--- config.mk ---
export PLATFORM = sky130hd
export DESIGN_NAME = reorder_buffer
export DESIGN_NICKNAME = d
export VERILOG_FILES = /design/src/hw/ooo_cfg_pkg.sv /design/src/hw/reorder_buffer.sv
export SDC_FILE = /design/constraint.sdc
export NUM_CORES = 1
export LEC_CHECK = 0
export ABC_CLOCK_PERIOD_IN_PS = 2900
export BUFFER_PORTS_ARGS = -buffer_cell sky130_fd_sc_hd__buf_2
export CORE_AREA = 8 8 263 265
export DETAILED_ROUTE_END_ITERATION = 8
export DIE_AREA = 0 0 271 273
export PLACE_DENSITY = 0.4
export SLEW_MARGIN = 30
export SYNTH_ARGS = -nofsm -noshare
export SYNTH_HDL_FRONTEND = slang
export SYNTH_SLANG_ARGS = --single-unit
--- constraint.sdc ---
create_clock -name clock -period 2.9 [get_ports clock]
set_input_delay 0.29 -clock clock [delete_from_list [all_inputs] [get_ports clock]]
set_output_delay 0.29 -clock clock [all_outputs]
set_load 0.01 [all_outputs]
--- src/hw/ooo_cfg_pkg.sv ---
`default_nettype none

package ooo_cfg_pkg;

    // datapath and register file
    localparam int xlen       = 32;
    localparam int reg_num    = 32;
    localparam int reg_addr_w = 5;   // log2(reg_num)

    // reorder buffer, power of two so tags wrap naturally
    localparam int rob_depth = 8;
    localparam int rob_tag_w = 3;

    // station sizes
    localparam int rs_alu_depth  = 4;
    localparam int rs_mult_depth = 2;

    localparam int mult_stages = 3;  // product latency, issue to bus

    typedef logic [xlen-1:0]       data_t;
    typedef logic [reg_addr_w-1:0] reg_idx_t;
    typedef logic [rob_tag_w-1:0]  rob_tag_t;  // rename tag = rob slot

endpackage

`default_nettype wire

--- src/hw/reorder_buffer.sv ---
`timescale 1ns/1ps
`default_nettype none

module reorder_buffer (
    input  logic                      clock,
    input  logic                      rst_n,
    input  logic                      alloc,
    input  ooo_cfg_pkg::reg_idx_t     alloc_rd,
    output ooo_cfg_pkg::rob_tag_t     alloc_tag,
    output logic                      full,
    input  logic                      cdb_valid,
    input  ooo_cfg_pkg::rob_tag_t     cdb_tag,
    input  ooo_cfg_pkg::data_t        cdb_value,
    input  ooo_cfg_pkg::rob_tag_t     lookup1_tag,
    output logic                      lookup1_ready,
    output ooo_cfg_pkg::data_t        lookup1_value,
    input  ooo_cfg_pkg::rob_tag_t     lookup2_tag,
    output logic                      lookup2_ready,
    output ooo_cfg_pkg::data_t        lookup2_value,
    output logic                      commit_valid,
    output ooo_cfg_pkg::reg_idx_t     commit_idx,
    output ooo_cfg_pkg::data_t        commit_data,
    output ooo_cfg_pkg::rob_tag_t     commit_tag
);

    localparam int cnt_w = $clog2(ooo_cfg_pkg::rob_depth + 1);

    ooo_cfg_pkg::rob_tag_t                head;   // oldest
    ooo_cfg_pkg::rob_tag_t                tail;   // next to hand out
    logic [cnt_w-1:0]                     count;
    logic [ooo_cfg_pkg::rob_depth-1:0]    done;
    ooo_cfg_pkg::reg_idx_t                dst   [ooo_cfg_pkg::rob_depth];
    ooo_cfg_pkg::data_t                   value [ooo_cfg_pkg::rob_depth];

    assign alloc_tag = tail;
    assign full      = count == cnt_w'(ooo_cfg_pkg::rob_depth);

    // operand lookups for dispatch
    assign lookup1_ready = done[lookup1_tag];
    assign lookup1_value = value[lookup1_tag];
    assign lookup2_ready = done[lookup2_tag];
    assign lookup2_value = value[lookup2_tag];

    // head retires as soon as its result is recorded
    assign commit_valid = count != '0 && done[head];
    assign commit_idx   = dst[head];
    assign commit_data  = value[head];
    assign commit_tag   = head;

    always_ff @(posedge clock or negedge rst_n) begin
        if (!rst_n) begin
            head  <= '0;
            tail  <= '0;
            count <= '0;
            done  <= '0;
        end else begin
            if (cdb_valid) done[cdb_tag] <= 1'b1;
            if (alloc) begin
                done[tail] <= 1'b0;  // never equals a live cdb tag
                tail       <= tail + 1'b1;
            end
            if (commit_valid) head <= head + 1'b1;
            count <= count + cnt_w'(alloc) - cnt_w'(commit_valid);
        end
    end

    always_ff @(posedge clock) begin
        if (alloc) dst[tail] <= alloc_rd;
        if (cdb_valid) value[cdb_tag] <= cdb_value;
    end

endmodule

`default_nettype wire

### After elaboration in Yosys (flattened, before gate mapping)

Memories as Yosys holds them, arrays and structs flattened.
Index checks and enable logic that the tools add are counted.

| word-level totals | value |
|---|---|
| bits of input ports | 50 |
| register bits after elaboration | 18 |
| memories | 2 |
| word-level logic and storage cells | 41 |
| RAM bits | 296 |

| operators by class | value |
|---|---|
| $lt $le $gt $ge | 7 |
| add/subtract/negate cells | 4 |
| equal/unequal tests | 1 |
| reduce and logical (&&, ||, !) cells | 4 |
| bitwise operators | 3 |
| muxes and demuxes | 16 |

Memories:

| name | words | width | read ports | clocked after memory_dff | write ports | line | RTL |
|---|---|---|---|---|---|---|---|
| value | 8 | 32 | 3 | 0 | 1 | reorder_buffer.sv:33 | `ooo_cfg_pkg::data_t value [ooo_cfg_pkg::rob_depth];` |
| dst | 8 | 5 | 1 | 0 | 1 | reorder_buffer.sv:32 | `ooo_cfg_pkg::reg_idx_t dst [ooo_cfg_pkg::rob_depth];` |

Operators with widths:

| kind | number |
|---|---|
| $lt A3 B4 Y1 const B | 5 |
| $mux W8 | 2 |
| $bmux W1 S3 | 3 |
| $mux W1 | 9 |
| $and A8 B8 Y8 | 1 |
| $not A8 Y8 | 1 |
| $or A8 B8 Y8 | 1 |
| $add A3 B1 Y3 const B | 2 |
| $demux W1 S3 | 2 |
| $ge A3 B1 Y1 const B | 2 |
| $add A4 B1 Y4 | 1 |
| $eq A4 B4 Y1 const B | 1 |
| $reduce_bool A4 Y1 | 1 |
| $sub A4 B1 Y4 | 1 |
| $logic_and A1 B1 Y1 | 3 |

### Logic depth before layout (Yosys ltp)

Gate-level depths: netlist of the first run.

| depth | value |
|---|---|
| depth in word-level cells | 8 |
| mapped depth | 11 |

### Worst setup path before layout of the first run

Ideal clock, no wire load.

| timing path | value |
|---|---|
| path kind | input to register |
| start point | input cdb_tag[0] |
| end point | memory value[0][0] (netlist name) (enable) |
| path slack | -0.289 ns |
| stages | 2 |
| path buffers | 0 |
| arrival | 2.725 ns |
| data required time | 2.436 ns |
| cell sequence | nand2b_1 -> nor3_1 |

RTL lines:

| what | line | RTL |
|---|---|---|
| start, declared | reorder_buffer.sv:12 | `input ooo_cfg_pkg::rob_tag_t cdb_tag,` |
| end, declared | reorder_buffer.sv:33 |  |

Straight into the memory's write port.

### Worst setup path in the final report of the first run

| timing path | value |
|---|---|
| start point | register head[1] (netlist: commit_tag[1]) |
| end point | output commit_data[21] |

| on the way | value |
|---|---|
| cells in the longest elaborated chain, start to end | 1 |

Ends and longest elaborated chain:

| what | line | RTL |
|---|---|---|
| start, declared | reorder_buffer.sv:28 | `ooo_cfg_pkg::rob_tag_t head;` |
| start signal, assigned | reorder_buffer.sv:62 | `if (commit_valid) head <= head + 1'b1;` |
| $mem_v2 Z8 W32 | -- |  |
| end, declared | reorder_buffer.sv:22 | `output ooo_cfg_pkg::data_t commit_data,` |

No other way between the ends.

==> impl_results.md, run 1 <==
- Vias in the first global route: 9576
- Drt pass-1 iters: 4
- Max Root-Sink Buffers: 3
- PD cells: 799 nW/um^2
- Synth area leaders: edfxtp_1, mux4_2, mux2_2, dfrtp_1, mux2_4
- Syn avg cell area: 21.1 sq um
- Switching power: 0.00473 W
- Worst Path Buf+Inv: 2
- Reg power frac: 35.4%
- Max incr delay on CP: 550 ps
- Core footprint: 65000 sq um
- Worst vdd ir: 0.519 mV
- Largest net degree at the start of global routing: 43
- First-pass GRT wire length: slightly below 70000 um
- Cell accounting for the most synthesized area: edfxtp_1
- Antenna violations before repair: 1
- Crit-path max FO: 35
- Max Slew Vio Count: 0
- GRT overflow: 0
- Top routing layer used: met5
- Htree depth: 2
- Setup_tns: 0 ps
- Overall die height: 273 um
- Worst Setup Path Type: reg -> out
- CP cell instances: buf_4, mux4_2, mux2_4, buf_2
- Synth Instances: 765
- Switching Share: 29.9%
- Post-CTS setup buffers: 0
- Top post-synthesis cells by count: edfxtp_1, mux4_2, mux2_2, nor2_1, buf_2
- Final GP Congestion: 0.693
- Gr usage total: between 10% and 20%
- MaxCap Viol Count: 0
- Site row count: 94
- Top_reg_cell synth: edfxtp_1
- Setup Skew: 6.18 ps
- Clk root buf: clkbuf_16
- Pleak: 6.62 nW
- Syn. warnings: 0
- Clk network pwr share: 31.2%
- Synth unique cells: 31
- Min Tclk post-route: about 2800 ps
- Multi-input gate area: roughly 6500 sq um
- Slowest-stage cell, CP: buf_4
- Worst slew pin tran: 818 ps
- Post-synth ARST share: 5.73%
- Fillers: 6320
- Die Span X: 271 um
- Vias: 8646
- Num ports: ~160
- Post-Route WL: roughly 48000 um
- Post-synthesis sequential element count: 314
- Final HPWL DP: 29700 um
- Metal-1 WL: 21400 um
- Max_slew headroom: 45.3%
- Crit path required time: 2610 ps
- Met2 wire len: 23400 um
- WP data arrival: between 2000 and 3000 ps
- CP delay by family, top: multiplexers
- Mapped Area: approximately 16000 sq um
- Pwr Total: 0.0158 W
- Port Buf Inserts: 160
- Met3 routed WL: ~2000 um
- Final ANT Viol Nets: 0
- Clock Sinks: 314
- Pint: 0.0111 W
- Seq/Total Area, Yosys: 57.9%
- Initial core utilization: 24.8%
- Combinational share of power: 33.4%
- Count leader, synth: edfxtp_1
- CTS tree: yes
- Final setup fails: 0
- DRC viols: 0
- Post-synth top area share: approximately 55%
- Max Fclk: approximately 360 MHz
- HP Class: in -> reg
- Layout Nets: 1030
- Final Hold Fails: 0
- Worst-skew pair later-pin latency: 540 ps
- Inserted Diodes: 0
- Syn_nets: 824
- Critical Path Start Type: flop
- WL per Instance: 25.7 um
- TritonCTS Buffers: 40
- Area of the die: 74000 sq um
- Starting DRT DRC Count: 499
- Status: finished, final reports clean
- Layout cells sized above 1: 58.6%
- Fin crit share: 96.2%
- Area Overhead vs Synth: 23.1%
- Number of synthesized flops with an enable pin: 296
- RSZ-0062 raised after global routing: false
- Reg clk slew, reported paths: roughly 60 ps
- Register area: 9350 sq um
- Vias per Instance: 4.64
- CP Capture Type: primary output
## power by group through the flow
stage / logic [W] / registers [W] / clock network, W
floorplan: 0.00364 / 0.00559 / 0
global placement: 0.00546 / 0.00569 / 0
detailed placement: 0.00542 / 0.00569 / 0
CTS: 0.00547 / 0.00560 / 0.00512
global route: 0.00574 / 0.00565 / 0.00526
finish: 0.00529 / 0.00560 / 0.00495
## cell type report
| cell class | count | area share [%] |
|---|---|---|
| Tap cell | 864 | 5.45 |
| Clock buffer | 46 | 5.27 |
| Sequential cell | 314 | 47.1 |
| Timing Repair Buffer | 223 | 8.21 |
| Clock inverter | 23 | 1.33 |
| Multi-Input combinational cell | 386 | 32.5 |
| Inverter | 6 | 0.114 |
## cell families after synthesis
kind of cell	share of synthesized area (%)
DFF	57.9
AOI/OAI and AO/OA	0.295
and+or+nand+nor	1.48
adders and majority gates	0.745
buffers and inverters	2.46
xor gates and xnor gates	0.326
muxes	36.8
## per-stage QoR
step                setup WS (ps)  hold slack (ps)  cell area [sq um]  std cells  utilization (%)
global placement              518              261              18300       1773             28.2
CTS                          43.4             1.25              19800       1862             30.5
floorplan                     444            -5.59              16100        765                -
finish                        109             31.8              19800       1862             30.5
global route                 18.1             15.9              19800       1862             30.5
detailed placement            508              267              18300       1773             28.2
## worst register-to-register path, cell delays in order, from the launching register on
cell and delay [ps]:
dfrtp_4 500, mux2_2 360, nor3b_2 250, nor3_2 90, ha_1 280, inv_1 40
ha_1 210, fa_1 410, xor2_1 170
## state kept, by name, summed over array words and instances (netlist names)
signal,count
done,8
dst,40
commit_tag,3
value,256
count,4
alloc_tag,3
## placed cells by master, fill, tap and decap left out, drive strengths merged, types with 7 or more instances in the layout
cell         netlist  routed
inv                6       7
clkinv             0      14
clkbuf            17      46
edfxtp           296     296
dfrtp             18      18
mux4             206     206
ha                 8       8
nor2              30      30
dlygate4sd3        0      20
mux2             106     106
buf               42     203
## path summary, 6_finish.rpt
kind                                    start               to  slack [ps]  depth (start not counted)
worst max-delay path            commit_tag[1]  commit_data[21]         110                          4
worst min-delay path            cdb_value[19]     value[1][19]          30                          1
worst max register to register  commit_tag[0]         count[2]         500                          8
min in group asynchronous               rst_n         count[2]         230                          2
worst min register to register        done[6]          done[6]         570                          2
max in group asynchronous               rst_n    commit_tag[0]        2320                          2
## metal layers
layer  vias to the layer above  GRT usage [%]
li1                       3736              -
met3                        62           2.35
met2                       205           21.3
met4                         2           3.17
met1                      4641           16.9
met5                         -              0
## timing repair
action	CTS	global route
hold buffers	20	0
gates resized for setup	0	1
setup endpoints to repair	0	1
endpoints found under the hold margin	146	0
(Power assumes the default switching activity.)
==> run 2, diff against run 1 <==
--- a/config.mk
+++ b/config.mk
@@ -12,4 +12,5 @@
 export DIE_AREA = 0 0 271 273
 export PLACE_DENSITY = 0.4
+export RECOVER_POWER = 100
 export SLEW_MARGIN = 30
 export SYNTH_ARGS = -nofsm -noshare
==> constraint.sdc (replaced) <==
create_clock -name clock -period 2.9 [get_ports clock]
set_input_delay 0.29 -clock clock [delete_from_list [all_inputs] [get_ports clock]]
set_output_delay 0.29 -clock clock [all_outputs]
set_load 0.1 [all_outputs]
==> impl_results.md, run 2 (synthesis results as in run 1) <==
- Pleak: 6.41 nW (-3.2%)
- Min Tclk post-route: 2810 ps (+18.5 ps)
- Max_slew headroom: -20.2% (-65 points)
- Final GP Congestion: 0.707 (+2.0%)
- Post-Route WL: 48200 um (+0.80%)
- DRC viols: 0 (unchanged)
- Htree depth: 2 (unchanged)
- Clock Sinks: 314 (unchanged)
- Max Fclk: 356 MHz (-0.66%)
- Drt pass-1 iters: 6 (+2)
- Top flop regs: value: 256 flops, dst: 40 flops, done: 8 flops
- Vias per Instance: 4.64 (about the same)
- Crit-path max FO: 20 (-43%)
- MaxCap Viol Count: 2 (+2)
- WP data arrival: 2520 ps (+20 ps)
- R2r worst-path depth: 9 (+1)
- Site row count: 94 (unchanged)
- Worst vdd ir: 1.00 mV (+94%)
- TritonCTS Buffers: 39 (-2.5%)
- Worst reg2reg path startpoint: commit_tag[0]
- Switching Share: 44.1% (+14 points)
- Failing checks: max-capacitance violations, max-slew violations
- GRT overflow: 0 (unchanged)
- Reg clk slew, reported paths: 60 ps (about the same)
- Fin crit share: 96.9% (+0.64 points)
- First-pass GRT wire length: 70000 um (+1.4%)
- Pint: 0.0111 W (+0.34%)
- Status: finished with violations
- Largest net degree at the start of global routing: 41 (-4.7%)
- Worst slew pin tran: 1800 ps (+985 ps)
- Starting DRT DRC Count: 561 (+12%)
- Gr usage total: 12.9% (+0.22 points)
- PD cells: 1020 nW/um^2 (+28%)
- Max Root-Sink Buffers: 3 (unchanged)
- Reg-to-reg critical path endpoint: count[2]
- Crit path required time: 2610 ps (about the same)
- Final setup fails: 0 (unchanged)
- Layout Nets: 1028 (-0.19%)
- Final Hold Fails: 0 (unchanged)
- Commonest non-fill, non-tap cell in the layout: edfxtp_1
- Port Buf Inserts: 160 (unchanged)
- Final HPWL DP: 30100 um (+1.3%)
- Pwr Total: 0.0200 W (+26%)
- Switching power: 0.00880 W (+86%)
- Setup_tns: 0 ps (unchanged)
- Max Slew Vio Count: 40 (+40)
- Antenna violations before repair: 2 (+1)
- HP Class: in -> reg
- Max reg flops: 256 (unchanged)
- Area of the die: 74000 sq um (unchanged)
- Num ports: 161 (unchanged)
- Final design utilization: 30.1% (-0.40 points)
- Worst Setup Path Type: reg -> out
- Multi-input gate area: 6420 sq um (-0.47%)
- Overall die height: 273 um (unchanged)
- Clk network pwr share: 24.6% (-6.6 points)
- Vias in the first global route: 9832 (+2.7%)
- Most frequent cells in the layout: edfxtp_1, mux4_2, mux2_2, clkbuf_2, clkbuf_1
- Reg power frac: 28.0% (-7.4 points)
- Die Span X: 271 um (unchanged)
- Critical Path Start Type: flop
- Core footprint: 65000 sq um (unchanged)
- Worst hold endpoint: alloc_tag[0]
- Worst-skew pair later-pin latency: 540 ps (about the same)
- Setup Skew: 7.87 ps (+1.69 ps)
- Reg-to-reg slack, setup: 180 ps (-320 ps)
- Register area: 9350 sq um (unchanged)
- RSZ-0062 raised after global routing: false
- Reg with most FFs: value
- Clk root buf: clkbuf_16
- CP Capture Type: primary output
- CTS tree: yes
- Final ANT Viol Nets: 0 (unchanged)
- WL per Instance: 25.9 um (+0.75%)
- Layout cells sized above 1: 52.5% (-6.1 points)
- Initial core utilization: 24.8% (unchanged)
- Vias: 8649 (+0.035%)
- Area Overhead vs Synth: 21.5%
- WHS Path Cells: 2 (+1)
- Worst Hold Launch: alloc
- Combinational share of power: 47.4% (+14 points)
- Fillers: 6366 (+0.73%)
==> run 2: worst max-delay path by stage <==
stage               depth (start not counted)               to           from  slack [ps]
floorplan                                   9         count[1]  commit_tag[0]        -380
global placement                            4   commit_data[9]  commit_tag[0]         490
detailed placement                          5  commit_data[18]  commit_tag[0]         490
CTS                                         5  commit_data[18]  commit_tag[0]          50
global route                                4  commit_data[21]  commit_tag[1]           8
finish                                      4  commit_data[21]  commit_tag[1]          90
==> run 2: cell type report <==
cell class,count,area share [%]
flip-flops and latches,314,47.7
multi-input cells,386,32.8
repair buffers,222,7.22
well taps,864,5.52
clock buffers,51,5.43
clock inverters,19,1.17
inverters,6,0.115
diodes,1,0.0128
==> run 2: layer usage <==
metal | wire [um] | vias to the layer above | global-route usage (%)
li1 | - | 3737 | -
met3 | 2420 | 49 | 3.27
met2 | 24200 | 189 | 22.2
met5 | 10 | - | 0
met4 | 661 | 2 | 2.83
met1 | 20900 | 4672 | 16.4
==> run 2: per-stage QoR <==
| stage | hold slack, ps | cells | setup slack, ps | area (sq um) |
|---|---|---|---|---|
| 2_1_floorplan | -5.59 | 765 | -382 | 16200 |
| 3_3_place_gp | 277 | 1770 | 492 | 18300 |
| 4_1_cts | 0.00580 | 1862 | 47.8 | 19800 |
| 5_1_grt | 33.8 | 1862 | 7.65 | 19600 |
| 3_5_place_dp | 275 | 1770 | 487 | 18300 |
| 6_report | 57.3 | 1863 | 90.8 | 19600 |
==> run 2: repair_timing <==
item,4_1_cts,5_1_grt
endpoints found under the setup margin,29,0
buffers inserted,1,0
hold endpoints to repair,175,0
gates resized for setup,0,0
hold buffers,21,0
==> run 2: critical path: stages (launching register included) <==
cell	delay (ps)
dfrtp_4	490
clkbuf_4	410
mux4_2	380
mux2_4	300
clkbuf_2	370
==> run 2: power by group through the flow <==
stage / Clock, W / Combinational (W) / Sequential (W)
2_1_floorplan: 0 / 0.00761 / 0.00589
3_3_place_gp: 0 / 0.00973 / 0.00572
3_5_place_dp: 0 / 0.00971 / 0.00572
4_1_cts: 0.00509 / 0.00981 / 0.00559
5_1_grt: 0.00522 / 0.00995 / 0.00565
6_report: 0.00491 / 0.00945 / 0.00559
==> run 3, diff against run 2 <==
==> constraint.sdc (replaced) <==
create_clock -name clock -period 2.9 [get_ports clock]
set_input_delay 0.29 -clock clock [delete_from_list [all_inputs] [get_ports clock]]
set_output_delay 0.29 -clock clock [all_outputs]
set_load 0.02 [all_outputs]
==> impl_results.md, run 3 (synthesis results as in run 1) <==
- Crit path required time: 2610 ps (about the same)
- Top flop regs: value: 256 flops, dst: 40 flops, done: 8 flops
- Core footprint: 65000 sq um (unchanged)
- Clock Sinks: 314 (unchanged)
- TritonCTS Buffers: 39 (unchanged)
- Num ports: 161 (unchanged)
- Worst vdd ir: 0.555 mV (-45%)
- Fillers: 6395 (+0.46%)
- Largest net degree at the start of global routing: 67 (+63%)
- Critical Path Start Type: flop
- Max_slew headroom: -25.4% (-5.2 points)
- Final worst slack: 140 ps (+49.5 ps)
- CTS tree: yes
- Placed instance area: 18200 sq um (-0.81%)
- CP Capture Type: primary output
- Worst slew pin tran: 1880 ps (+78.1 ps)
- Final design utilization: 30.0% (-0.16 points)
- Worst Setup Path Type: reg -> out
- Final ANT Viol Nets: 0 (unchanged)
- Most frequent cells in the layout: edfxtp_1, mux4_2, clkbuf_1, mux2_2, buf_2
- Vias: 8643 (-0.069%)
- Area Overhead vs Synth: 20.8%
- Final Hold Fails: 0 (unchanged)
- Htree depth: 2 (unchanged)
- Drt pass-1 iters: 4 (-2)
- Fin crit share: 95.2% (-1.7 points)
- Worst-skew pair later-pin latency: 550 ps (about the same)
- Final GP Congestion: 0.708 (about the same)
- Starting DRT DRC Count: 504 (-10%)
- Site row count: 94 (unchanged)
- First-pass GRT wire length: 69700 um (-0.43%)
- Final setup fails: 0 (unchanged)
- CP cell instances: buf_12, mux4_2, mux2_2, clkbuf_2
- Commonest non-fill, non-tap cell in the layout: edfxtp_1
- Overall die height: 273 um (unchanged)
- Die Span X: 271 um (unchanged)
- Layout cells sized above 1: 43.9% (-8.6 points)
- Vias per Instance: 4.64 (about the same)
- Pleak: 6.25 nW (-2.4%)
- Crit-path max FO: 29 (+45%)
- Max reg flops: 256 (unchanged)
- RSZ-0062 raised after global routing: false
- Setup_tns: 0 ps (unchanged)
- Reg clk slew, reported paths: 60 ps (about the same)
- CP delay by family, top: multiplexers
- Gr usage total: 12.9% (-0.021 points)
- Max incr delay on CP: 560 ps (+70 ps)
- Max Root-Sink Buffers: 3 (unchanged)
- Status: finished with violations
- Antenna violations before repair: 1 (-1)
- Setup Skew: 10.4 ps (+2.53 ps)
- Port Buf Inserts: 160 (unchanged)
- WP data arrival: 2470 ps (-50 ps)
- Post-Route WL: 48500 um (+0.58%)
- Vias in the first global route: 9726 (-1.1%)
- Min Tclk post-route: 2760 ps (-49.5 ps)
- Final instance area: 19500 sq um (-0.52%)
- Slowest-stage cell, CP: mux4_2
- Final HPWL DP: 28900 um (-4.1%)
- Layout Nets: 1029 (+0.097%)
- Pre-CTS setup slack: 369 ps (-118 ps)
- Initial core utilization: 24.8% (unchanged)
- Clk root buf: clkbuf_16
- Worst Path Buf+Inv: 2 (unchanged)
- Inserted Diodes: 0 (-1)
- Failing checks: max-capacitance violations, max-slew violations
- GRT overflow: 0 (unchanged)
- DRC viols: 0 (unchanged)
- PD cells: 836 nW/um^2 (-18%)
- Max Fclk: 362 MHz (+1.8%)
- WL per Instance: 26.0 um (+0.63%)
- Reg with most FFs: value
- Hold slack: 129 ps (+71.3 ps)
- HP Class: in -> reg
- Max Slew Vio Count: 42 (+5.0%)
- Area of the die: 74000 sq um (unchanged)
- MaxCap Viol Count: 2 (unchanged)
[run 3: cell count changes in the layout (fill, tap and decap cells not counted), sizes merged]
cell | before | now
dlygate4sd3 | 21 | 26
bufinv | 5 | 7
diode | 1 | 0
buf | 78 | 65
clkinv | 13 | 14
inv | 6 | 7
dlymetal6s4s | 0 | 1
clkbuf | 174 | 177
[run 3: final timing paths]
check,start,endpoint,slack [ps],cells after the start
worst max-delay path,commit_tag[0],commit_data[9],140,4
worst min-delay path,cdb_value[29],value[4][29],130,1
worst max register to register,commit_tag[0],count[2],230,9
worst min register to register,done[1],done[1],560,2
max in group asynchronous,rst_n,commit_tag[0],1690,2
min in group asynchronous,rst_n,alloc_tag[1],450,2
[run 3: timing repair]
action	4_1_cts	5_1_grt
gates cloned	0	1
gates resized for setup	1	2
endpoints found under the hold margin	204	0
hold buffers	26	0
setup buffers	0	2
endpoints found under the setup margin	3	10
[run 3: layout make-up]
cell class                 count  area (sq um)  area share (%)
timing repair buffer         223          1340            6.89
tap                          864          1080            5.55
inverter                       6          22.5           0.116
sequential                   314          9350            48.0
clock inverter                23           285            1.46
clock buffer                  46          1040            5.36
multi-input combinational    386          6360            32.6
[run 3: per-stage QoR]
stage,cells,total power (W)
global route,1862,0.0171
finish,1862,0.0163
detailed placement,1764,0.0115
CTS,1859,0.0168
global placement,1764,0.0116
floorplan,765,0.00970
[run 3: power breakdown]
part           internal, W  switching [W]
registers          0.00534       0.000304
clock network      0.00318        0.00189
logic              0.00254        0.00303
total               0.0111        0.00523
[run 3: worst register-to-register path, delay by kind of cell (launching register included)]
family | cells | cell delay, ps
DFF | 1 | 550
buffers and inverters | 2 | 220
muxes | 1 | 370
adders and majority gates | 3 | 920
and+or+nand+nor | 2 | 330
xor gates and xnor gates | 1 | 170
[run 3: layer usage]
| metal | vias to the layer above | GRT usage [%] | share of wire [%] |
|---|---|---|---|
| met5 | - | 0 | 0.027 |
| li1 | 3734 | - | - |
| met4 | 2 | 3.06 | 1.6 |
| met1 | 4637 | 17.5 | 45 |
| met3 | 55 | 2.37 | 4.2 |
| met2 | 215 | 21.3 | 49 |
