===== config.mk =====
export PLATFORM = sky130hd
export DESIGN_NAME = reservation_station
export DESIGN_NICKNAME = d
export VERILOG_FILES = /design/src/hw/ooo_cfg_pkg.sv /design/src/hw/ooo_isa_pkg.sv /design/src/hw/reservation_station.sv
export SDC_FILE = /design/constraint.sdc
export NUM_CORES = 1
export LEC_CHECK = 0
export ABC_AREA = 0
export BUFFER_PORTS_ARGS = -buffer_cell sky130_fd_sc_hd__buf_4
export CORE_MARGIN = 2
export CORE_UTILIZATION = 30
export DETAILED_ROUTE_END_ITERATION = 8
export HOLD_SLACK_MARGIN = 0.05
export PLACE_DENSITY = 0.51
export SYNTH_ARGS = -nofsm -noshare
export SYNTH_HDL_FRONTEND = slang
export SYNTH_SLANG_ARGS = --single-unit

===== constraint.sdc =====
create_clock -name clock -period 2.1 [get_ports clock]
set_input_delay 0 -clock clock [delete_from_list [all_inputs] [get_ports clock]]
set_output_delay 0 -clock clock [all_outputs]
set_load 0.05 [all_outputs]

===== src/hw/ooo_cfg_pkg.sv =====
`default_nettype none

package ooo_cfg_pkg;

    // datapath and register file
    localparam int xlen       = 32;
    localparam int reg_num    = 32;
    localparam int reg_addr_w = 5;   // log2(reg_num)

    // reorder buffer, power of two so tags wrap naturally
    localparam int rob_depth = 8;
    localparam int rob_tag_w = 3;

    // station sizes
    localparam int rs_alu_depth  = 4;
    localparam int rs_mult_depth = 2;

    localparam int mult_stages = 3;  // product latency, issue to bus

    typedef logic [xlen-1:0]       data_t;
    typedef logic [reg_addr_w-1:0] reg_idx_t;
    typedef logic [rob_tag_w-1:0]  rob_tag_t;  // rename tag = rob slot

endpackage

`default_nettype wire


===== src/hw/ooo_isa_pkg.sv =====
`default_nettype none

package ooo_isa_pkg;

    // pre-decoded operations, encoding shared with the stim file
    typedef enum logic [3:0] {
        op_add = 4'd0,
        op_sub = 4'd1,
        op_and = 4'd2,
        op_or  = 4'd3,
        op_xor = 4'd4,
        op_sll = 4'd5,
        op_slt = 4'd6,  // signed
        op_mul = 4'd7
    } op_e;

    // which station an op goes to
    typedef enum logic {
        fu_alu  = 1'b0,
        fu_mult = 1'b1
    } fu_e;

endpackage

`default_nettype wire


===== src/hw/reservation_station.sv =====
`timescale 1ns/1ps
`default_nettype none

module reservation_station #(
    parameter int depth = 4
) (
    input  logic                      clock,
    input  logic                      rst_n,
    input  logic                      load,
    input  ooo_isa_pkg::op_e          op,
    input  logic                      src1_ready,
    input  ooo_cfg_pkg::rob_tag_t     src1_tag,
    input  ooo_cfg_pkg::data_t        src1_value,
    input  logic                      src2_ready,
    input  ooo_cfg_pkg::rob_tag_t     src2_tag,
    input  ooo_cfg_pkg::data_t        src2_value,
    input  ooo_cfg_pkg::rob_tag_t     dst_tag,
    output logic                      full,
    input  logic                      issue_ready,
    output logic                      issue_valid,
    output ooo_isa_pkg::op_e          issue_op,
    output ooo_cfg_pkg::data_t        issue_a,
    output ooo_cfg_pkg::data_t        issue_b,
    output ooo_cfg_pkg::rob_tag_t     issue_tag,
    input  logic                      cdb_valid,
    input  ooo_cfg_pkg::rob_tag_t     cdb_tag,
    input  ooo_cfg_pkg::data_t        cdb_value
);

    localparam int sel_w = $clog2(depth);

    typedef struct packed {
        logic                  vld;
        ooo_isa_pkg::op_e      op;
        logic                  rdy1;
        logic                  rdy2;
        ooo_cfg_pkg::rob_tag_t tag1;
        ooo_cfg_pkg::rob_tag_t tag2;
        ooo_cfg_pkg::rob_tag_t dst;
        ooo_cfg_pkg::data_t    val1;
        ooo_cfg_pkg::data_t    val2;
    } entry_t;

    // kept compacted, index 0 is the oldest
    entry_t           ent   [depth];
    entry_t           ent_n [depth];
    logic [sel_w-1:0] sel;
    logic             found;
    logic             placed;

    ////////////////////////////////////////////////////////////////////////////
    // select
    ////////////////////////////////////////////////////////////////////////////
    always_comb begin
        found = 1'b0;
        sel   = '0;
        for (int i = depth - 1; i >= 0; i--) begin  // lowest ready index wins
            if (ent[i].vld && ent[i].rdy1 && ent[i].rdy2) begin
                found = 1'b1;
                sel   = sel_w'(i);
            end
        end
    end

    assign issue_valid = found && issue_ready;
    assign issue_op    = ent[sel].op;
    assign issue_a     = ent[sel].val1;
    assign issue_b     = ent[sel].val2;
    assign issue_tag   = ent[sel].dst;
    assign full        = ent[depth-1].vld;  // compacted, top slot busy means full

    ////////////////////////////////////////////////////////////////////////////
    // wake-up, removal, insert
    ////////////////////////////////////////////////////////////////////////////
    always_comb begin
        placed = 1'b0;
        for (int i = 0; i < depth; i++) begin
            ent_n[i] = ent[i];
            if (cdb_valid && !ent[i].rdy1 && ent[i].tag1 == cdb_tag) begin
                ent_n[i].rdy1 = 1'b1;
                ent_n[i].val1 = cdb_value;
            end
            if (cdb_valid && !ent[i].rdy2 && ent[i].tag2 == cdb_tag) begin
                ent_n[i].rdy2 = 1'b1;
                ent_n[i].val2 = cdb_value;
            end
        end
        if (issue_valid) begin
            for (int i = 0; i < depth - 1; i++)
                if (i >= int'(sel)) ent_n[i] = ent_n[i + 1];  // close the gap
            ent_n[depth-1].vld = 1'b0;
        end
        for (int i = 0; i < depth; i++) begin
            if (load && !placed && !ent_n[i].vld) begin  // first free slot
                placed   = 1'b1;
                ent_n[i] = '{vld: 1'b1, op: op, rdy1: src1_ready, rdy2: src2_ready,
                             tag1: src1_tag, tag2: src2_tag, dst: dst_tag,
                             val1: src1_value, val2: src2_value};
            end
        end
    end

    always_ff @(posedge clock or negedge rst_n) begin
        if (!rst_n) begin
            for (int i = 0; i < depth; i++) ent[i] <= '0;
        end else begin
            ent <= ent_n;
        end
    end

endmodule

`default_nettype wire


=== Word level (Yosys, flattened, before mapping) ===
Index checks and enable logic that the tools add are counted.

* Register bits: 320
* Input bits: 119
* Output and inout port bits: 73
* Word-level logic and storage cells: 143

* Magnitude comparators: 4
* Equality and inequality tests: 8
* Multiplexer cells: 38
* Bitwise operators: 1
* Reductions and logical operators: 56

{| class="wikitable"
|+ Operators with widths
! operator !! count
|-
| 2-to-1 mux 80 bit || 7
|-
| 2-to-1 mux 32 bit || 8
|-
| 2-to-1 mux 241 bit || 1
|-
| binary-select mux 80 bit (select 2 bit) || 1
|-
| 2-to-1 mux 79 bit || 2
|-
| logical AND 1 bit || 32
|-
| == test 3 bit || 8
|-
| zero test 1 bit || 15
|-
| 2-to-1 mux 1 bit || 15
|-
| nonzero test 2 bit || 6
|-
| 2-to-1 mux 2 bit || 4
|-
| AND reduction 2 bit || 3
|-
| greater-or-equal comparator 1 x 2 -> 1 bit, first input constant || 2
|-
| greater-or-equal comparator 3 bit, second input constant || 1
|-
| NOT 2 -> 3 bit || 1
|-
| greater-or-equal comparator 2 bit, first input constant || 1
|}

=== Longest topological paths before layout ===
Gate-level depths: netlist (run 1).

* Depth in word-level cells: 24
* Gate-level depth with buffers: 9
* Gate-level depth less buffers: 5

=== Worst setup path before layout (run 1) ===
Ideal clock, no wire load.

* Kind: reg-to-output
* Start: register ent, in the netlist full
* End: output issue_a[0]
* Arrival time: 2.744 ns
* Required time: 2.100 ns
* Setup slack: -0.644 ns
* Cell stages (with the launch flop): 8
* Path buffers: 3
* Cells stage by stage: dfrtp_1 > nand3_1 > a211oi_2 > buf_2 > buf_2 > buf_2 > a211oi_1 > a31oi_1

* Longest elaborated chain between the ends: 10

{| class="wikitable"
|+ Ends and longest elaborated chain
! element !! line !! text
|-
| from (decl) || reservation_station.sv:45 || <nowiki>entry_t ent [depth];</nowiki>
|-
| from (signal assigned) || reservation_station.sv:107 || <nowiki>ent <= ent_n;</nowiki>
|-
| logical AND 1 bit (2 in series) || reservation_station.sv:58 || <nowiki>if (ent[i].vld && ent[i].rdy1 && ent[i].rdy2) begin</nowiki>
|-
| 2-to-1 mux 2 bit (4 in series) || reservation_station.sv:58 ||
|-
| NOT 2 -> 3 bit (not written as such) || reservation_station.sv:67 || <nowiki>assign issue_a = ent[sel].val1;</nowiki>
|-
| binary-select mux 80 bit (select 2 bit) || reservation_station.sv:67 ||
|-
| 2-to-1 mux 79 bit (2 in series) || n/a ||
|-
| to (decl) || reservation_station.sv:22 || <nowiki>output ooo_cfg_pkg::data_t issue_a,</nowiki>
|}

Every way passes these cells. The select of a mux whose other input is x is not followed.

=== Final worst setup path (run 1) ===
* Start: register ent[313] (netlist name)
* End: output issue_b[20]

* Longest elaborated chain between the ends: 6

{| class="wikitable"
|+ Ends and longest elaborated chain
! element !! line !! text
|-
| logical AND 1 bit || reservation_station.sv:58 ||
|-
| 2-to-1 mux 2 bit || reservation_station.sv:58 ||
|-
| NOT 2 -> 3 bit (not written as such) || reservation_station.sv:68 || <nowiki>assign issue_b = ent[sel].val2;</nowiki>
|-
| binary-select mux 80 bit (select 2 bit) || reservation_station.sv:68 ||
|-
| 2-to-1 mux 79 bit (2 in series) || n/a ||
|-
| to (decl) || reservation_station.sv:23 || <nowiki>output ooo_cfg_pkg::data_t issue_b,</nowiki>
|}

Every way passes these cells. The select of a mux whose other input is x is not followed.

==> out/metrics.yaml, run 1 <==
sta:
  period_utilization: 1.223
  hold_viol_final: 0
  setup_viol: 387
  grt_setup_unrepaired: "yes"
  fin_ws_ps: -468.6
  maxSlewHeadroom: 0.4442
  final.min_clock_period_ps: 2569
  tightestPinTransition_ps: 831.0
  hold_ws_ps: 87.99
  worst_clock_skew_ps: 28.69
  finalMaxSlewViolations: 0
  max_freq_ghz: 0.3893
grt:
  grt_pass1_vias: 19305
  antenna_found_initial: 2
  grt-busiest-layer: "met2"
  grt_start_max_net_pins: 84
  wire_length_of_the_first_global_routing_pass_mm: 123.2
  global_route.usage.met2: 0.4170
  grt_util_met1: 0.3150
  grtUsageTotal: 0.2449
  grt_overflow_total: 0
  grtUsageMet3: 0.03591
logic_synthesis:
  ff_latch_count_synth: 320
  syn_avg_cell_area_um2: 9.612
  ys_seq_area_frac: 0.4225
  mappedNetlistNets: 2091
  syn_area_um2: 18950
  synth_largest_area_cell: "sky130_fd_sc_hd__dfrtp_1"
  synth_top_area_share: 0.4225
  yosys-top-cells-area: "sky130_fd_sc_hd__dfrtp_1, sky130_fd_sc_hd__mux2i_1, sky130_fd_sc_hd__nand2_1, sky130_fd_sc_hd__o221ai_1, sky130_fd_sc_hd__nor2b_1"
  total_of_warnings_raised_by_yosys: 0
  yosys.cell_types.count: 43
  postSynthCellCount: 1972
cts:
  cts.clk_slew.worst_paths_ps: 60
  h-tree-depth: 2
  cts_inserted_buffers: 41
  clk_path_buf_depth: 3
  cts_root_cell: "sky130_fd_sc_hd__clkbuf_16"
  clock_latency_on_the_worst_skew_pair_ps: 590
  clock-sinks: 320
  cts_tree: "built"
critical_path:
  timing.critical_path.required_ps: 2100
  arrival_time_worst_endpoint_ps: 2570
  path_max_fanout: 8
  path_delay_family: "buffers and inverters"
  worst_setup_path_end_kind: "primary output"
  worst-setup-path-type: "flip-flop to primary output"
  critical-path-top-cell-by-count: "sky130_fd_sc_hd__buf_12"
  cp.buffers_inverters: 5
  setup.worst_path.start_class: "flip-flop"
  critical-path-slowest-cell: "sky130_fd_sc_hd__dfrtp_1"
  timing.critical_path.slowest_cell_delay_ps: 410
  critical_path_cell_by_cell: "and3_4 > a211oi_4 > buf_12 > buf_12 > buf_4 > buf_8 > nand2_1 > a31oi_4 > buf_6"
run_status:
  failed_checks: "setup timing"
  status: "finished with violations"
placement:
  routability_driven_placement_congestion_ratio: 0.8231
  placement.cell_area_um2: 24170
  hpwl_mm: 48.91
  post-place-cells: 3017
  io_buffers: 191
floorplanning:
  floorplan.die_area_um2: 65210
  placement_rows: 92
  top_level_ports: 192
  die_width_um: 255.4
  initial_utilization: 0.3021
  chipHeight_um: 255.4
  area_of_the_core_um2: 62740
flow_run:
  drv.max_cap_violation_count: 0
detailed_routing:
  detailroute.via_count: 19068
  final_antenna_net_count: 0
  avgRoutedWirePerCell_um: 26.98
  detailedRoute.firstIterationViolations: 1682
  detail_route.first_pass.iterations: 7
  drc: 0
  vias_per_cell: 5.716
  drt-total-wl_mm: 89.99
cells_and_area:
  nets: 2576
  area_growth_pct: 62.55
  post_route_cells_drive_above_1_share: 0.3722
  post-route-cell-area_um2: 30810
  instances_no_fill: 3336
worst_hold_path:
  hp-class: "input port to asynchronous set/reset pin"
registers in the layout, indices dropped and copies added, names as in the netlist:
name  cells
ent     319
full      1
through the flow:
| step | utilization | worst slack [ps] | setup TNS, ps |
|---|---|---|---|
| 2_1_floorplan | - | -135.9 | -452.0 |
| 3_3_place_gp | 0.3852 | -16.15 | -184.3 |
| 3_5_place_dp | 0.3852 | -44.60 | -617.4 |
| 4_1_cts | 0.4554 | -464.2 | -64360 |
| 5_1_grt | 0.4910 | -532.5 | -101320 |
| 6_report | 0.4911 | -468.6 | -78310 |
tightest hold or removal path, delay by kind of cell:
kind     cells  cell delay [ps]
buf+inv      3             1050
logic make-up (layout without fill, tap and decap cells):
logic type	count (synthesis)	in the layout	share of synthesized area
and+or+nand+nor	628	628	0.1672
other	0	2	0
DFF	320	320	0.4225
buffers and inverters	247	763	0.05730
AOI/OAI and AO/OA	434	434	0.1706
xor gates and xnor gates	24	24	0.01109
muxes	319	319	0.1714
path summary, 6_finish.rpt:
check | from | slack (ps) | to | cells past startpoint
max reg2reg | ent[313]$_DFF_PN0_ | -300 | ent[65]$_DFFE_PN0P_ | 11
max in group asynchronous | rst_n | 820 | ent[75]$_DFFE_PN0P_ | 3
min in group clock | cdb_tag[2] | 160 | ent[313]$_DFF_PN0_ | 5
min | rst_n | 90 | ent[309]$_DFFE_PN0P_ | 3
max | ent[313]$_DFF_PN0_ | -470 | issue_b[20] | 9
min reg2reg | ent[72]$_DFFE_PN0P_ | 550 | ent[72]$_DFFE_PN0P_ | 1
area by class of cell:
type	instances	area, um2
antenna	2	5.005
clock buffer	58	1230
clock inverter	16	91.34
fill	5516	31930
inverter	68	255.2
multi-input combinational	1405	12490
sequential	320	8010
tap	846	1059
timing repair buffer	621	7671
timing repair:
action / 4_1_cts / 5_1_grt
hold buffers: 115 / 0
gates resized for setup: 201 / 286
pin swaps: 53 / 77
gates cloned: 23 / 33
setup endpoints to repair: 134 / 389
hold endpoints to repair: 640 / 0
setup buffers: 48 / 49
cells in the mapped netlist, drive strengths merged:
cell type and number:
a32o 2, or3 128, a31o 2, nor2b 137, a211oi 72, and2 1, mux2i 275, o221ai 129
xor2 14, o22ai 64, nor2 6, nor3 5, inv 68, buf 87, clkbuf 92, nand2b 8
or2 1, o31ai 65, and3 7, and4 4, dfrtp 320, nand3 8, a21oi 6, a31oi 72
nand4 7, o21ai 17, nor4 4, o31a 1, nor3b 2, mux2 44, a21bo 2, o2bb2ai 2
xnor2 10, nand2 310
placed cells by master, fill, tap and decap left out, drive strengths merged, types with 87 or more instances in the layout:
master | Yosys | final
mux2i | 275 | 275
clkbuf | 92 | 87
o221ai | 129 | 129
dfrtp | 320 | 320
nand2 | 310 | 310
nor2b | 137 | 137
or3 | 128 | 128
buf | 87 | 475
dlygate4sd3 | 0 | 115
layer usage:
metal | part of all wire | wire length (um) | vias to the layer above
met5 | 0.00051 | 46 | -
met4 | 0.034 | 3038 | 6
met3 | 0.065 | 5890 | 196
met2 | 0.49 | 44000 | 779
met1 | 0.41 | 37020 | 9812
li1 | - | - | 8275
Power of run 1 is left out: the tool's default activity adds up to more than one toggle a clock period on the data nets, which glitch-free logic cannot reach.
==> inputs of run 2 (changes only) <==
Settings changed: SKIP_CTS_REPAIR_TIMING from default to 1.
==> run 2 against run 1 <==
  * The run still ends with setup timing left
  * Global-route usage fell by 2.1 points
  * Sequential share of layout area rose by 2.6 points
  * Die area did not move
  * Register-to-register slack improved by 310 ps
  * Worst setup slack got worse by 26 ps
  * Worst hold slack got worse by 9.2 ps
  * Sequential cell count did not move
  * Maximum frequency fell by 0.99%
  * Critical path type unchanged
  * Largest cell class unchanged
  * Highest routed layer unchanged
==> out/metrics.yaml, run 2 (synthesis gave the netlist of run 1 again) <==
run_status:
  status: "finished with violations"
  failed_checks: "setup timing"
cells_and_area:
  register_bank_with_the_most_flops: "ent"
  multi_input_comb_area_um2: 11510  # -7.9%
  nets: 2492  # -3.3%
  finish.utilization: 0.4464  # -0.04470
  sequential_cell_area_um2: 8014  # about the same
  antenna_cells_inserted: 0  # -2
  instances_no_fill: 3250  # -2.6%
  most_common_library_cell_in_the_layout_ignoring_fill_and_taps: "sky130_fd_sc_hd__dfrtp_1"
  area_growth_pct: 47.75
  post_route_cells_drive_above_1_share: 0.2974  # -0.07477
  nFillCells: 5806  # +5.3%
  most-common-layout-cells: "sky130_fd_sc_hd__dfrtp_1, sky130_fd_sc_hd__nand2_1, sky130_fd_sc_hd__mux2i_1"
  largest_register_ff_count: 319  # unchanged
critical_path:
  critical-path-slowest-cell: "sky130_fd_sc_hd__dfrtp_1"
  regToRegStartpoint: "ent[239]$_DFF_PN0_"
  critical_path.reg2reg.endpoint: "ent[149]$_DFFE_PN0P_"
  timing.critical_path.slowest_cell_delay_ps: 410  # about the same
  timing.critical_path.required_ps: 2100  # about the same
  worst_setup_path_end_kind: "primary output"
  critical_path_cell_by_cell: "and3_4 > a211oi_4 > buf_6 > clkbuf_16 > buf_12 > nor2b_1 > a211oi_1 > a31oi_4 > buf_4"
  worst-setup-path-type: "flip-flop to primary output"
  reg2reg_setup_slack_ps: 10  # +310 ps
  critical_path.endpoint: "issue_a[13]"
  setup.worst_path.start_class: "flip-flop"
  path_max_fanout: 21  # +13
  worstSetupStartpoint: "ent[313]$_DFF_PN0_"
  r2r.worst_path.cells: 6  # -5
  arrival_time_worst_endpoint_ps: 2590  # +20 ps
sta:
  hold_viol_final: 0  # unchanged
  setup_viol: 71  # -82%
  worst_clock_skew_ps: 26.80  # -1.886 ps
  fin_ws_ps: -494.2  # -25.64 ps
  finalSetupTns_ps: -29530  # +48790 ps
  period_utilization: 1.235  # +0.01221
  max_freq_ghz: 0.3855  # -0.99%
  hold_ws_ps: 78.76  # -9.224 ps
  final.min_clock_period_ps: 2594  # +25.64 ps
  maxSlewHeadroom: 0.4560  # +0.01176
  tightestPinTransition_ps: 813.4  # -17.59 ps
  grt_setup_unrepaired: "yes"
  finalMaxSlewViolations: 0  # unchanged
grt:
  grt_start_max_net_pins: 84  # unchanged
  grt_overflow_total: 0  # unchanged
  grtUsageTotal: 0.2242  # -0.02064
  wire_length_of_the_first_global_routing_pass_mm: 113.5  # -7.9%
  grt_pass1_vias: 18079  # -6.4%
  antenna_found_initial: 3  # +1
detailed_routing:
  final_antenna_net_count: 0  # unchanged
  drc: 0  # unchanged
  detail_route.first_pass.iterations: 5  # -2
  detailedRoute.firstIterationViolations: 1428  # -15%
  detailroute.via_count: 18144  # -4.8%
  avgRoutedWirePerCell_um: 24.77  # -8.2%
  vias_per_cell: 5.583  # -2.3%
  drt-total-wl_mm: 80.49  # -11%
cts:
  cts.clk_slew.worst_paths_ps: 60  # about the same
  cts_inserted_buffers: 41  # unchanged
  cts_tree: "built"
  clock-sinks: 320  # unchanged
  clock_latency_on_the_worst_skew_pair_ps: 580  # about the same
  cts_root_cell: "sky130_fd_sc_hd__clkbuf_16"
  clk_path_buf_depth: 3  # unchanged
  h-tree-depth: 2  # unchanged
placement:
  hpwl_mm: 48.91  # unchanged
  post-place-cells: 3017  # unchanged
  routability_driven_placement_congestion_ratio: 0.8231  # unchanged
  io_buffers: 191  # unchanged
floorplanning:
  die_width_um: 255.4  # unchanged
  area_of_the_core_um2: 62740  # unchanged
  floorplan.die_area_um2: 65210  # unchanged
  initial_utilization: 0.3021  # unchanged
  chipHeight_um: 255.4  # unchanged
  placement_rows: 92  # unchanged
  top_level_ports: 192  # unchanged
worst_hold_path:
  hp-class: "input port to asynchronous set/reset pin"
flow_run:
  drv.max_cap_violation_count: 0  # unchanged
## run 2: changes by cell type in the layout (fill, tap and decap cells not counted), moves of 14 or more
| cell | change |
|---|---|
| sky130_fd_sc_hd__o221ai_1 | +16 |
| sky130_fd_sc_hd__nand2_2 | -19 |
| sky130_fd_sc_hd__o31ai_1 | +20 |
| sky130_fd_sc_hd__nor2b_1 | +15 |
| sky130_fd_sc_hd__buf_12 | -21 |
| sky130_fd_sc_hd__clkbuf_16 | -14 |
| sky130_fd_sc_hd__nand2_1 | +47 |
| sky130_fd_sc_hd__mux2_4 | -24 |
| sky130_fd_sc_hd__buf_16 | -22 |
| sky130_fd_sc_hd__buf_4 | +21 |
| sky130_fd_sc_hd__o221ai_2 | -15 |
| sky130_fd_sc_hd__nand2_4 | -28 |
| sky130_fd_sc_hd__buf_6 | -41 |
## run 2: critical path, delay by kind of cell (launching register included)
kind                   cells  cell delay (ps)
AO/OA/AOI/OAI              3              620
buffers and inverters      4              680
flip-flops                 1              410
AND/OR/NAND/NOR            2              280
## run 2: worst min-delay path by stage
stage	from	endpoint	slack (ps)	cells after the start
2_1_floorplan	rst_n	ent[0]$_DFF_PN0_	-300	0
3_3_place_gp	rst_n	ent[316]$_DFFE_PN0P_	-130	1
3_5_place_dp	rst_n	ent[316]$_DFFE_PN0P_	-130	1
4_1_cts	rst_n	ent[316]$_DFFE_PN0P_	-750	1
5_1_grt	rst_n	ent[229]$_DFFE_PN0P_	140	3
6_report	rst_n	ent[74]$_DFF_PN0_	80	3
## run 2: area by class of cell
type                    instances  share of cell area
repair buffers                537              0.2089
flip-flops and latches        320              0.2862
well taps                     846             0.03780
multi-input cells            1405              0.4108
clock buffers                  58             0.04392
inverters                      68            0.009114
clock inverters                16            0.003261
## run 2: routing by layer
layer	vias to the layer above	wire [um]	global-route usage
li1	8064	-	-
met1	9246	33730	0.2872
met2	676	39230	0.3788
met3	156	4878	0.03750
met4	2	2634	0.08301
met5	-	13	0
## run 2: stage by stage
step	setup WS [ps]	cell area [um2]
2_1_floorplan	-135.9	20020
5_1_grt	-576.3	28010
4_1_cts	-663.4	25490
3_3_place_gp	-16.15	24170
6_report	-494.2	28010
3_5_place_dp	-44.60	24170
Power of run 2 is left out for the same reason.
==> inputs of run 3 (changes only) <==
Settings changed: PLACE_DENSITY 0.51 to 0.59.
==> run 3 against run 2 <==
  * The flow still finishes with violations (setup timing)
  * Critical path depth did not move
  * Register-to-register slack got worse by 170 ps
  * Clock skew decreased by 7.9 ps
==> out/metrics.yaml, run 3 (synthesis gave the netlist of run 1 again) <==
sta:
  maxSlewHeadroom: 0.6270  # +0.1710
  setup_viol: 229  # +220%
  fin_ws_ps: -546.0  # -51.78 ps
  finalSetupTns_ps: -46250  # -16720 ps
  worst_clock_skew_ps: 18.93  # -7.873 ps
  finalMaxSlewViolations: 0  # unchanged
  hold_ws_ps: 177.9  # +99.12 ps
  final.min_clock_period_ps: 2646  # +51.78 ps
  max_freq_ghz: 0.3779  # -2.0%
  grt_setup_unrepaired: "yes"
  hold_viol_final: 0  # unchanged
  period_utilization: 1.260  # +0.02466
  tightestPinTransition_ps: 557.8  # -255.5 ps
cells_and_area:
  largest_register_ff_count: 319  # unchanged
  most-common-layout-cells: "sky130_fd_sc_hd__dfrtp_1, sky130_fd_sc_hd__nand2_1, sky130_fd_sc_hd__mux2i_1"
  register_bank_with_the_most_flops: "ent"
  post_route_cells_drive_above_1_share: 0.3120  # +0.01459
  finish.utilization: 0.4602  # +0.01374
  area_growth_pct: 52.30
  most_common_library_cell_in_the_layout_ignoring_fill_and_taps: "sky130_fd_sc_hd__dfrtp_1"
  nets: 2515  # +0.92%
grt:
  antenna_found_initial: 1  # -2
  grt_pass1_vias: 17981  # -0.54%
  wire_length_of_the_first_global_routing_pass_mm: 111.0  # -2.2%
  grt_overflow_total: 0  # unchanged
  grtUsageTotal: 0.2175  # -0.006767
  grt_start_max_net_pins: 65  # -23%
cts:
  clock_latency_on_the_worst_skew_pair_ps: 560  # -20 ps
  h-tree-depth: 2  # unchanged
  clk_path_buf_depth: 3  # unchanged
  cts_inserted_buffers: 39  # -4.9%
  clock-sinks: 320  # unchanged
  cts_root_cell: "sky130_fd_sc_hd__clkbuf_16"
  cts_tree: "built"
  cts.clk_slew.worst_paths_ps: 60  # about the same
critical_path:
  cp.buffers_inverters: 5  # +1
  timing.critical_path.slowest_cell_delay_ps: 440  # +30 ps
  worst-setup-path-type: "flip-flop to primary output"
  timing.critical_path.required_ps: 2100  # about the same
  worst_setup_path_end_kind: "primary output"
  setup.worst_path.start_class: "flip-flop"
  path_max_fanout: 8  # -62%
  reg2reg_setup_slack_ps: -160  # -170 ps
  critical-path-slowest-cell: "sky130_fd_sc_hd__dfrtp_2"
  arrival_time_worst_endpoint_ps: 2650  # +60 ps
  critical_path_cell_by_cell: "and3_4 > a211oi_4 > buf_6 > buf_12 > buf_12 > clkbuf_16 > nand2_1 > a31oi_4 > buf_6"
  path_delay_family: "buffers and inverters"
detailed_routing:
  avgRoutedWirePerCell_um: 24.89  # +0.49%
  detail_route.first_pass.iterations: 7  # +2
  drc: 0  # unchanged
  detailroute.via_count: 18587  # +2.4%
  final_antenna_net_count: 0  # unchanged
  vias_per_cell: 5.684  # +1.8%
  detailedRoute.firstIterationViolations: 1620  # +13%
  drt-total-wl_mm: 81.38  # +1.1%
placement:
  hpwl_mm: 48.13  # -1.6%
  io_buffers: 191  # unchanged
  routability_driven_placement_congestion_ratio: 0.8379  # +1.8%
  dp_slack_ps: -110.2  # -65.56 ps
floorplanning:
  floorplan.die_area_um2: 65210  # unchanged
  placement_rows: 92  # unchanged
  chipHeight_um: 255.4  # unchanged
  top_level_ports: 192  # unchanged
  die_width_um: 255.4  # unchanged
  initial_utilization: 0.3021  # unchanged
  area_of_the_core_um2: 62740  # unchanged
flow_run:
  drv.max_cap_violation_count: 0  # unchanged
run_status:
  status: "finished with violations"
  failed_checks: "setup timing"
worst_hold_path:
  hp-class: "input port to flip-flop"
==> run 3: changes by cell type in the layout (fill, tap and decap cells not counted), moves of 8 or more <==
cell / previous run / this run
sky130_fd_sc_hd__buf_16: 4 / 12
sky130_fd_sc_hd__a211oi_1: 25 / 17
sky130_fd_sc_hd__buf_4: 264 / 236
sky130_fd_sc_hd__mux2_4: 1 / 13
sky130_fd_sc_hd__buf_12: 74 / 63
sky130_fd_sc_hd__mux2_1: 13 / 1
sky130_fd_sc_hd__clkbuf_16: 56 / 73
sky130_fd_sc_hd__clkinv_2: 13 / 4
sky130_fd_sc_hd__buf_6: 60 / 90
sky130_fd_sc_hd__nand2_1: 299 / 291
==> run 3: worst min-delay path, delay by kind of cell <==
family          cells  cell delay, ps
simple gates        1             180
xor+xnor            1             130
compound gates      2             200
buf+inv             1             170
==> run 3: layout make-up <==
class | instances | area (um2)
Sequential cell | 320 | 8010
Tap cell | 846 | 1059
Clock inverter | 9 | 103.9
Multi-Input combinational cell | 1405 | 11720
Antenna cell | 1 | 2.502
Fill cell | 5772 | 33870
Clock buffer | 59 | 1161
Timing Repair Buffer | 562 | 6559
Inverter | 68 | 255.2
==> run 3: worst paths after layout <==
kind                                      from                   to  cells after the start
setup / recovery            ent[319]$_DFF_PN0_          issue_a[11]                      9
hold / removal                      cdb_tag[0]   ent[314]$_DFF_PN0_                      5
setup reg to reg            ent[319]$_DFF_PN0_    ent[43]$_DFF_PN0_                      8
hold reg to reg            ent[71]$_DFFE_PN0P_  ent[71]$_DFFE_PN0P_                      1
max in group asynchronous                rst_n    ent[80]$_DFF_PN0_                      4
min in group asynchronous                rst_n   ent[101]$_DFF_PN0_                      3
==> run 3: routing by layer <==
metal | wire [um] | GRT usage | vias to the layer above
met5 | 0 | 0 | -
met4 | 3168 | 0.07827 | 0
met3 | 6721 | 0.04534 | 205
met2 | 37920 | 0.3545 | 864
met1 | 33570 | 0.2845 | 9402
li1 | - | - | 8116
==> run 3: through the flow <==
stage                     std cells  cell area (um2)
after CTS                      3079            25260
final                          3270            28870
after detailed placement       3011            24000
after floorplan                1972            20020
after global routing           3270            28870
after global placement         3011            24000
Power of run 3 is left out for the same reason.
